===== config.mk =====
export PLATFORM = sky130hd
export DESIGN_NAME = l1_wb_bridge
export DESIGN_NICKNAME = d
export VERILOG_FILES = /design/src/l2_bridge_pkg.sv /design/src/fifo_if.sv /design/src/l1_wb_bridge.sv /design/src/req_fifo.sv /design/src/wb_burst_master.sv
export VERILOG_INCLUDE_DIRS = /design/src /design/src/src
export SDC_FILE = /design/constraint.sdc
export NUM_CORES = 2
export LEC_CHECK = 0
export CORE_MARGIN = 5
export CORE_UTILIZATION = 55
export DETAILED_ROUTE_END_ITERATION = 10
export DONT_BUFFER_PORTS = 1
export PLACE_DENSITY = 0.7
export SKIP_CTS_REPAIR_TIMING = 1
export SYNTH_ARGS = -nofsm -noshare
export SYNTH_HDL_FRONTEND = slang
export SYNTH_SLANG_ARGS = --single-unit

===== constraint.sdc =====
create_clock -name clk -period 5.5 [get_ports clk]
set_input_delay 1.1 -clock clk [delete_from_list [all_inputs] [get_ports clk]]
set_output_delay 1.1 -clock clk [all_outputs]
set_load 0.05 [all_outputs]

===== src/l2_bridge_defs.svh =====
// *************************************************************************
// L1-to-Wishbone bridge widths and depths
// Shared sizing macros for the request queues and the bus side
// *************************************************************************

`ifndef L2_BRIDGE_DEFS_SVH
`define L2_BRIDGE_DEFS_SVH

// Word-addressed bus, so no byte offset bits here
`define L2_ADDR_W 30                 // Word address width

`define L2_DATA_W 32                 // Bus data width
`define L2_BE_W 4                    // One enable per data byte

// Burst size is a low-bit mask, beats = mask + 1
`define L2_BURST_W 5                 // Covers up to 32-word blocks

`define L2_SUB_ID_W 2                // Requester tag returned with reads

`define L2_FIFO_DEPTH 32             // Default entries per queue

`endif


===== src/l2_bridge_pkg.sv =====
// *************************************************************************
// L1-to-Wishbone bridge types
// Payloads for the request queue, write-data queue and read return
// *************************************************************************

`include "l2_bridge_defs.svh"

package l2_bridge_pkg;

    // One queued request from the L1 side
    typedef struct packed {
        logic [`L2_ADDR_W-1:0]   addr;       // Starting word of the burst
        logic                    rnw;        // High for read
        logic [`L2_BURST_W-1:0]  burst_size; // Mask 0/1/3/7/15/31
        logic [`L2_SUB_ID_W-1:0] sub_id;     // Echoed on read return
    } l2_request_t;

    // One write beat, consumed in burst order
    typedef struct packed {
        logic [`L2_DATA_W-1:0] data;       // Write word
        logic [`L2_BE_W-1:0]   be;         // Byte enables for this beat
    } l2_wr_data_t;

    // One read beat handed back to the requester
    typedef struct packed {
        logic [`L2_DATA_W-1:0]   data;     // Word from the slave
        logic [`L2_SUB_ID_W-1:0] sub_id;   // Tag of the owning request
    } l2_rd_return_t;

    // Beat count of a burst mask
    function automatic int unsigned burst_beats(logic [`L2_BURST_W-1:0] mask);
        return int'(mask) + 1;
    endfunction

endpackage


===== src/fifo_if.sv =====
// *************************************************************************
// Queue interface
// Push/full on the write side, valid/pop on the read side
// *************************************************************************

`timescale 1ns/1ps

interface fifo_if #(
    parameter type payload_t = logic
) ();

    logic     push;        // Producer writes data_in this cycle
    payload_t data_in;     // Entry to store
    logic     full;        // No room, push is not allowed
    logic     valid;       // data_out holds a live entry
    payload_t data_out;    // Head of the queue
    logic     pop;         // Consumer drops the head this cycle

    // Requester side
    modport producer (
        output push,
        output data_in,
        input  full
    );

    // Engine side, head is always visible
    modport consumer (
        output pop,
        input  valid,
        input  data_out
    );

    // The queue itself
    modport storage (
        input  push,
        input  data_in,
        input  pop,
        output full,
        output valid,
        output data_out
    );

endinterface


===== src/l1_wb_bridge.sv =====
// *************************************************************************
// L1-to-Wishbone bridge top
// Queues requests and write beats, then runs them on Wishbone
// *************************************************************************

`timescale 1ns/1ps

`include "l2_bridge_defs.svh"

module l1_wb_bridge
    import l2_bridge_pkg::*;
(
    input  logic                    clk,
    input  logic                    rst_n,
    // Requester, request stream
    input  logic                    req_push,
    input  logic [`L2_ADDR_W-1:0]   req_addr,
    input  logic                    req_rnw,
    input  logic [`L2_BURST_W-1:0]  req_burst_size,
    input  logic [`L2_SUB_ID_W-1:0] req_sub_id,
    output logic                    req_full,
    // Requester, write-data stream
    input  logic                    wr_push,
    input  logic [`L2_DATA_W-1:0]   wr_data,
    input  logic [`L2_BE_W-1:0]     wr_be,
    output logic                    wr_full,
    // Read return
    output logic                    rd_valid,
    output logic [`L2_DATA_W-1:0]   rd_data,
    output logic [`L2_SUB_ID_W-1:0] rd_sub_id,
    // Wishbone master
    output logic                    cyc,
    output logic                    stb,
    output logic                    we,
    output logic [`L2_ADDR_W-1:0]   adr,
    output logic [`L2_BE_W-1:0]     sel,
    output logic [`L2_DATA_W-1:0]   dat_w,
    input  logic                    ack,
    input  logic [`L2_DATA_W-1:0]   dat_r
);

    fifo_if #(.payload_t(l2_request_t)) req_q ();
    fifo_if #(.payload_t(l2_wr_data_t)) wd_q ();

    l2_request_t   req_in;
    l2_wr_data_t   wd_in;
    l2_rd_return_t rd_ret;

    // Pack the request fields
    assign req_in.addr       = req_addr;
    assign req_in.rnw        = req_rnw;
    assign req_in.burst_size = req_burst_size;
    assign req_in.sub_id     = req_sub_id;

    assign req_q.push    = req_push;
    assign req_q.data_in = req_in;
    assign req_full      = req_q.full;

    assign wd_in.data   = wr_data;
    assign wd_in.be     = wr_be;
    assign wd_q.push    = wr_push;
    assign wd_q.data_in = wd_in;
    assign wr_full      = wd_q.full;

    req_fifo #(.payload_t(l2_request_t), .DEPTH(`L2_FIFO_DEPTH)) u_req_fifo (
        .clk   (clk),
        .rst_n (rst_n),
        .q     (req_q.storage)
    );

    req_fifo #(.payload_t(l2_wr_data_t), .DEPTH(`L2_FIFO_DEPTH)) u_wd_fifo (
        .clk   (clk),
        .rst_n (rst_n),
        .q     (wd_q.storage)
    );

    wb_burst_master u_burst_master (
        .clk          (clk),
        .rst_n        (rst_n),
        .req          (req_q.consumer),
        .wd           (wd_q.consumer),
        .cyc          (cyc),
        .stb          (stb),
        .we           (we),
        .adr          (adr),
        .sel          (sel),
        .dat_w        (dat_w),
        .ack          (ack),
        .dat_r        (dat_r),
        .rd_ret       (rd_ret),
        .rd_ret_valid (rd_valid)
    );

    assign rd_data   = rd_ret.data;     // Unpack the return
    assign rd_sub_id = rd_ret.sub_id;

endmodule


===== src/req_fifo.sv =====
// *************************************************************************
// Synchronous queue
// Circular buffer with occupancy count, head entry always on data_out
// *************************************************************************

`timescale 1ns/1ps

`include "l2_bridge_defs.svh"

module req_fifo #(
    parameter type payload_t = logic,
    parameter int  DEPTH     = `L2_FIFO_DEPTH
) (
    input logic     clk,
    input logic     rst_n,
    fifo_if.storage q
);

    localparam int PTR_W = (DEPTH > 1) ? $clog2(DEPTH) : 1;
    localparam int CNT_W = $clog2(DEPTH + 1);

    payload_t          mem [DEPTH];   // Entry storage
    logic [PTR_W-1:0]  wr_ptr;
    logic [PTR_W-1:0]  rd_ptr;
    logic [CNT_W-1:0]  count;         // Entries currently held

    // Flags come straight off the count register
    assign q.full     = (count == CNT_W'(DEPTH));
    assign q.valid    = (count != '0);
    assign q.data_out = mem[rd_ptr];  // Head entry

    always_ff @(posedge clk) begin
        if (q.push) begin
            mem[wr_ptr] <= q.data_in;
        end
    end

    always_ff @(posedge clk) begin
        if (!rst_n) begin
            wr_ptr <= '0;
            rd_ptr <= '0;
            count  <= '0;
        end else begin
            if (q.push) begin
                wr_ptr <= (wr_ptr == PTR_W'(DEPTH - 1)) ? '0 : wr_ptr + 1'b1; // Wrap
            end
            if (q.pop) begin
                rd_ptr <= (rd_ptr == PTR_W'(DEPTH - 1)) ? '0 : rd_ptr + 1'b1;
            end
            case ({q.push, q.pop})
                2'b10:   count <= count + 1'b1;
                2'b01:   count <= count - 1'b1;
                default: count <= count;     // Idle or push with pop
            endcase
        end
    end

    // Producer must honor full
    a_no_push_full: assert property (@(posedge clk) disable iff (!rst_n)
        q.push |-> !q.full);

    // Consumer pops only a live head
    a_no_pop_empty: assert property (@(posedge clk) disable iff (!rst_n)
        q.pop |-> q.valid);

endmodule


===== src/wb_burst_master.sv =====
// *************************************************************************
// Wishbone burst engine
// Turns the head request into wrapped classic single-beat cycles
// and registers the read return
// *************************************************************************

`timescale 1ns/1ps

`include "l2_bridge_defs.svh"

module wb_burst_master
    import l2_bridge_pkg::*;
(
    input  logic                  clk,
    input  logic                  rst_n,
    fifo_if.consumer              req,          // Request queue head
    fifo_if.consumer              wd,           // Write-data queue head
    output logic                  cyc,
    output logic                  stb,
    output logic                  we,
    output logic [`L2_ADDR_W-1:0] adr,
    output logic [`L2_BE_W-1:0]   sel,
    output logic [`L2_DATA_W-1:0] dat_w,
    input  logic                  ack,
    input  logic [`L2_DATA_W-1:0] dat_r,
    output l2_rd_return_t         rd_ret,
    output logic                  rd_ret_valid
);

    l2_request_t             head;           // Request being serviced
    l2_wr_data_t             wbeat;          // Next write beat
    logic [`L2_BURST_W-1:0]  burst_count;    // Beats acked so far
    logic [`L2_BURST_W-1:0]  beat_low;       // Wrapped low address bits
    logic                    beat_done;
    logic                    last_beat;

    assign head  = req.data_out;
    assign wbeat = wd.data_out;

    assign beat_done = stb & ack;                        // Transfer completes
    assign last_beat = (burst_count == head.burst_size);

    // Beat counter restarts with each new request
    always_ff @(posedge clk) begin
        if (!rst_n || req.pop) begin
            burst_count <= '0;
        end else if (beat_done) begin
            burst_count <= burst_count + 1'b1;
        end
    end

    // Keep bits outside the mask, count inside it
    assign beat_low = (head.addr[`L2_BURST_W-1:0] & ~head.burst_size)
                    | (burst_count & head.burst_size);
    assign adr = {head.addr[`L2_ADDR_W-1:`L2_BURST_W], beat_low};

    // One classic cycle per beat, held while the queue has work
    assign cyc   = req.valid;
    assign stb   = req.valid;
    assign we    = req.valid & ~head.rnw;
    assign sel   = head.rnw ? '1 : wbeat.be;     // Reads take the full word
    assign dat_w = wbeat.data;

    assign wd.pop  = beat_done & we;             // One data beat per write ack
    assign req.pop = beat_done & last_beat;      // Retire on final ack

    // Return path, valid one cycle after a read ack
    always_ff @(posedge clk) begin
        if (!rst_n) begin
            rd_ret_valid <= 1'b0;
        end else begin
            rd_ret_valid <= beat_done & head.rnw;
        end
    end

    always_ff @(posedge clk) begin
        if (beat_done && head.rnw) begin
            rd_ret.data   <= dat_r;
            rd_ret.sub_id <= head.sub_id;        // Tag of the owning request
        end
    end

    // Slave may only ack a strobed cycle
    a_ack_with_stb: assert property (@(posedge clk) disable iff (!rst_n)
        ack |-> stb);

    // Requester must queue write data ahead of use
    a_wr_data_ready: assert property (@(posedge clk) disable iff (!rst_n)
        (stb && we) |-> wd.valid);

    // Burst size must be a low-bit mask
    a_burst_mask: assert property (@(posedge clk) disable iff (!rst_n)
        stb |-> ((head.burst_size & (head.burst_size + 1'b1)) == '0));

endmodule


==> impl_metrics.tcl <==
set metrics [dict create \
    path_cells "buf_12 -> buf_4 -> mux4_2 -> mux4_2 -> mux2_2" \
    setup_violations 0 \
    place_ws_ns 0.794 \
    critical_path_class "flop to primary output" \
    die-area_um2 179000 \
    fillers 11000 \
    rsz0062_at_grt "false" \
    maxSlewHeadroom_pct 18.2 \
    grt_usage_pct 24.7 \
    worst_skew_pair.late_latency_ns 0.85 \
    drv_slew 0 \
    initial_core_util_pct 55.3 \
    p_leak_nw 31.6 \
    drive_gt1_share_pct 31.7 \
    cts.sinks 2450 \
    yosys_warnings 0 \
    maxCapViolCount 0 \
    holdCritPathClass "input port to flop" \
    grt_pass1_vias 43000 \
    clk_pin_slew_ns 0.07 \
    max_freq_mhz 190 \
    finalWirelength_mm 219 \
    ys_seq_area_share_pct 78.0 \
    clkPwrFrac_pct 42.1 \
    slowest_delay_ns 0.89 \
    io_buffer_count 0 \
    synth_edf_count 2402 \
    fin_crit_ns 5.28 \
    path_buf_inv 2 \
    final_common_cell "edfxtp_1" \
    status "completed" \
    final_util_pct 61.9 \
    grt_pass1_wl_mm 315 \
    synth_flop_cell "edfxtp_1" \
    seqCellArea_um2 73100 \
    crit_family "multiplexers" \
    vias 42200 \
    die_h_um 423 \
    ys_ff_latch 2450 \
    hold_viol_final 0 \
    syn_avg_cell_area_um2 24.3 \
    place_area_um2 97300 \
    endpoint_kind "primary output" \
    worstMarginPinSlew_ns 1.22 \
    final_cell_mix "edfxtp_1 (2402), mux4_2 (712), clkbuf_16 (238)" \
    finalNetCount 4151 \
    dpl.hpwl_mm 114 \
    syn_inst 3860 \
    antenna_found_initial 1 \
    synth.distinct_cells 64 \
    wire_per_inst_um 34.1 \
    place_congestion 0.776 \
    firstDrtPassIters 5 \
    synth_area_um2 93800 \
    h-tree-depth 4 \
    design_area_um2 105000 \
    clk_root_buffer_cell "clkbuf_16" \
    worst_slack_ns 0.225 \
    seq_power_share_pct 55.3 \
    skew_ns 0.0321 \
    core_um2 169000 \
    start_kind "flop" \
    io_pins 217 \
    worst_ep_arrival_time_ns 4.18 \
    p_sw_share_pct 19.8 \
    grt_max_degree 97 \
    intPower_w 0.0300 \
    die_w_um 423 \
    multiInputGateArea_um2 20000 \
    p_sw_w 0.00742 \
    vias_per_cell 6.56 \
    irDropWorstVdd_v 0.000328 \
    p_per_area_nw_per_um2 356 \
    async_reset_ff_share_pct 0 \
    critPathSlowestCell "buf_4" \
    synthesis.nets 3995 \
    cts_tree "done" \
    crit_required_ns 4.40 \
    drc 0 \
    syn2layout_area_growth_pct 11.9 \
    ant_nets 0 \
    crit_top_cell "mux4_2" \
    rows 151 \
    combPwrFrac_pct 2.5 \
    first_iter_violations 5350 \
    clock_path_buffers 3 \
    period_share_pct 95.9 \
    cts_buffers 233 \
    cp_max_fo 96 \
    grt_overflow 0 \
]
state kept, by name (all words and copies together), names as in the netlist, named ones only:
register / flops
u_burst_master.burst_count: 5
u_req_fifo.mem: 1216
u_req_fifo.wr_ptr: 5
u_burst_master.rd_ret: 34
u_wd_fifo.rd_ptr: 5
u_wd_fifo.wr_ptr: 5
u_req_fifo.count: 6
u_wd_fifo.count: 6
u_req_fifo.rd_ptr: 5
u_wd_fifo.mem: 1152
u_burst_master.rd_ret_valid: 1
final cells by class:
| class | instances | area share [%] |
|---|---|---|
| Tap cell | 2218 | 2.64 |
| Clock inverter | 141 | 1.25 |
| Antenna cell | 1 | 0.00238 |
| Clock buffer | 294 | 5.96 |
| Timing Repair Buffer | 142 | 1.28 |
| Inverter | 17 | 0.0632 |
| Sequential cell | 2450 | 69.7 |
| Multi-Input combinational cell | 1172 | 19.1 |
Yosys cell counts (3+ instances only):
cell	number	area (um^2)
a21boi_0	8	60.1
a21o_1	3	22.5
a21oi_1	9	45.0
a221oi_1	3	26.3
a22o_1	3	26.3
a22oi_1	7	52.6
a31oi_1	3	18.8
and2_1	15	93.8
and3_1	9	56.3
and3b_1	4	35.0
buf_1	45	169
buf_2	38	190
buf_4	28	210
buf_6	4	45.0
clkbuf_1	105	394
dfxtp_1	48	961
edfxtp_1	2402	72100
ha_1	23	288
inv_1	15	56.3
mux2_2	63	709
mux2i_1	21	210
mux4_1	15	394
mux4_2	712	16000
nand2_1	56	210
nand2b_1	7	43.8
nand3_1	10	50.1
nand3b_1	7	52.6
nand4_1	6	37.5
nor2_1	75	282
nor2b_1	8	50.1
nor3_1	16	80.1
nor3b_1	6	45.0
o21ai_0	29	145
or3_1	7	43.8
xnor2_1	11	96.3
xor2_1	7	61.3
worst register-to-register path, stage by stage, from the launching register on:
cell and delay, ns:
dfxtp_4 0.42, buf_4 0.62, mux4_1 0.66, mux2_2 0.29, o22ai_2 0.19, or4_2 0.17, nand3_2 0.10, nor4_4 0.31
ha_1 0.22, xor2_1 0.07, ha_1 0.18, a21oi_1 0.26, nor2b_1 0.09, o21ai_0 0.15, a21oi_1 0.08, a311oi_1 0.26
nor2_1 0.09, xnor2_1 0.14, and2_1 0.15
metrics by stage:
step | hold WS [ns] | power (W) | instances | TNS [ns]
floorplan | 0.460 | 0.0218 | 3860 | 0
global placement | 0.479 | 0.0220 | 5999 | 0
detailed placement | 0.492 | 0.0220 | 5999 | 0
CTS | 0.257 | 0.0377 | 6434 | -1.11
global route | 0.278 | 0.0386 | 6434 | 0
finish | 0.329 | 0.0374 | 6435 | 0
power by group through the flow:
| stage | sequential, W | combinational, W | clock (W) |
|---|---|---|---|
| after CTS | 0.0207 | 0.000965 | 0.0160 |
| after global routing | 0.0207 | 0.00100 | 0.0169 |
| final | 0.0207 | 0.000943 | 0.0158 |
| after global placement | 0.0211 | 0.000956 | 0 |
| after floorplan | 0.0211 | 0.000756 | 0 |
| after detailed placement | 0.0211 | 0.000961 | 0 |
path summary, 6_finish.rpt:
check / cells after the start / to / slack, ns / startpoint
setup / recovery: 5 / adr[11] / 0.22 / flop
hold / removal: 0 / u_req_fifo.mem[7][32] / 0.33 / req_addr[24]
setup reg to reg: 18 / u_req_fifo.count[4] / 0.93 / flop
hold reg to reg: 2 / u_req_fifo.count[5] / 0.50 / u_req_fifo.count[5]
layer usage:
metal / part of all wire (%) / wire, um / vias up / global-route usage (%)
met4: 2.9 / 6270 / 0 / 7.05
met2: 52 / 115000 / 2111 / 42.6
met1: 37 / 81000 / 22800 / 32.4
li1: - / - / 16900 / -
met3: 7.9 / 17400 / 367 / 4.97
met5: 0 / 0 / - / 0
cell families after synthesis:
group,synth area share (%)
AO/OA/AOI/OAI,0.598
XOR/XNOR,0.168
adder cells (fa/ha/maj),0.328
flip-flops,78.0
multiplexers,18.5
buffers and inverters,1.16
AND/OR/NAND/NOR,1.26
Power figures use the tool's default switching activity.
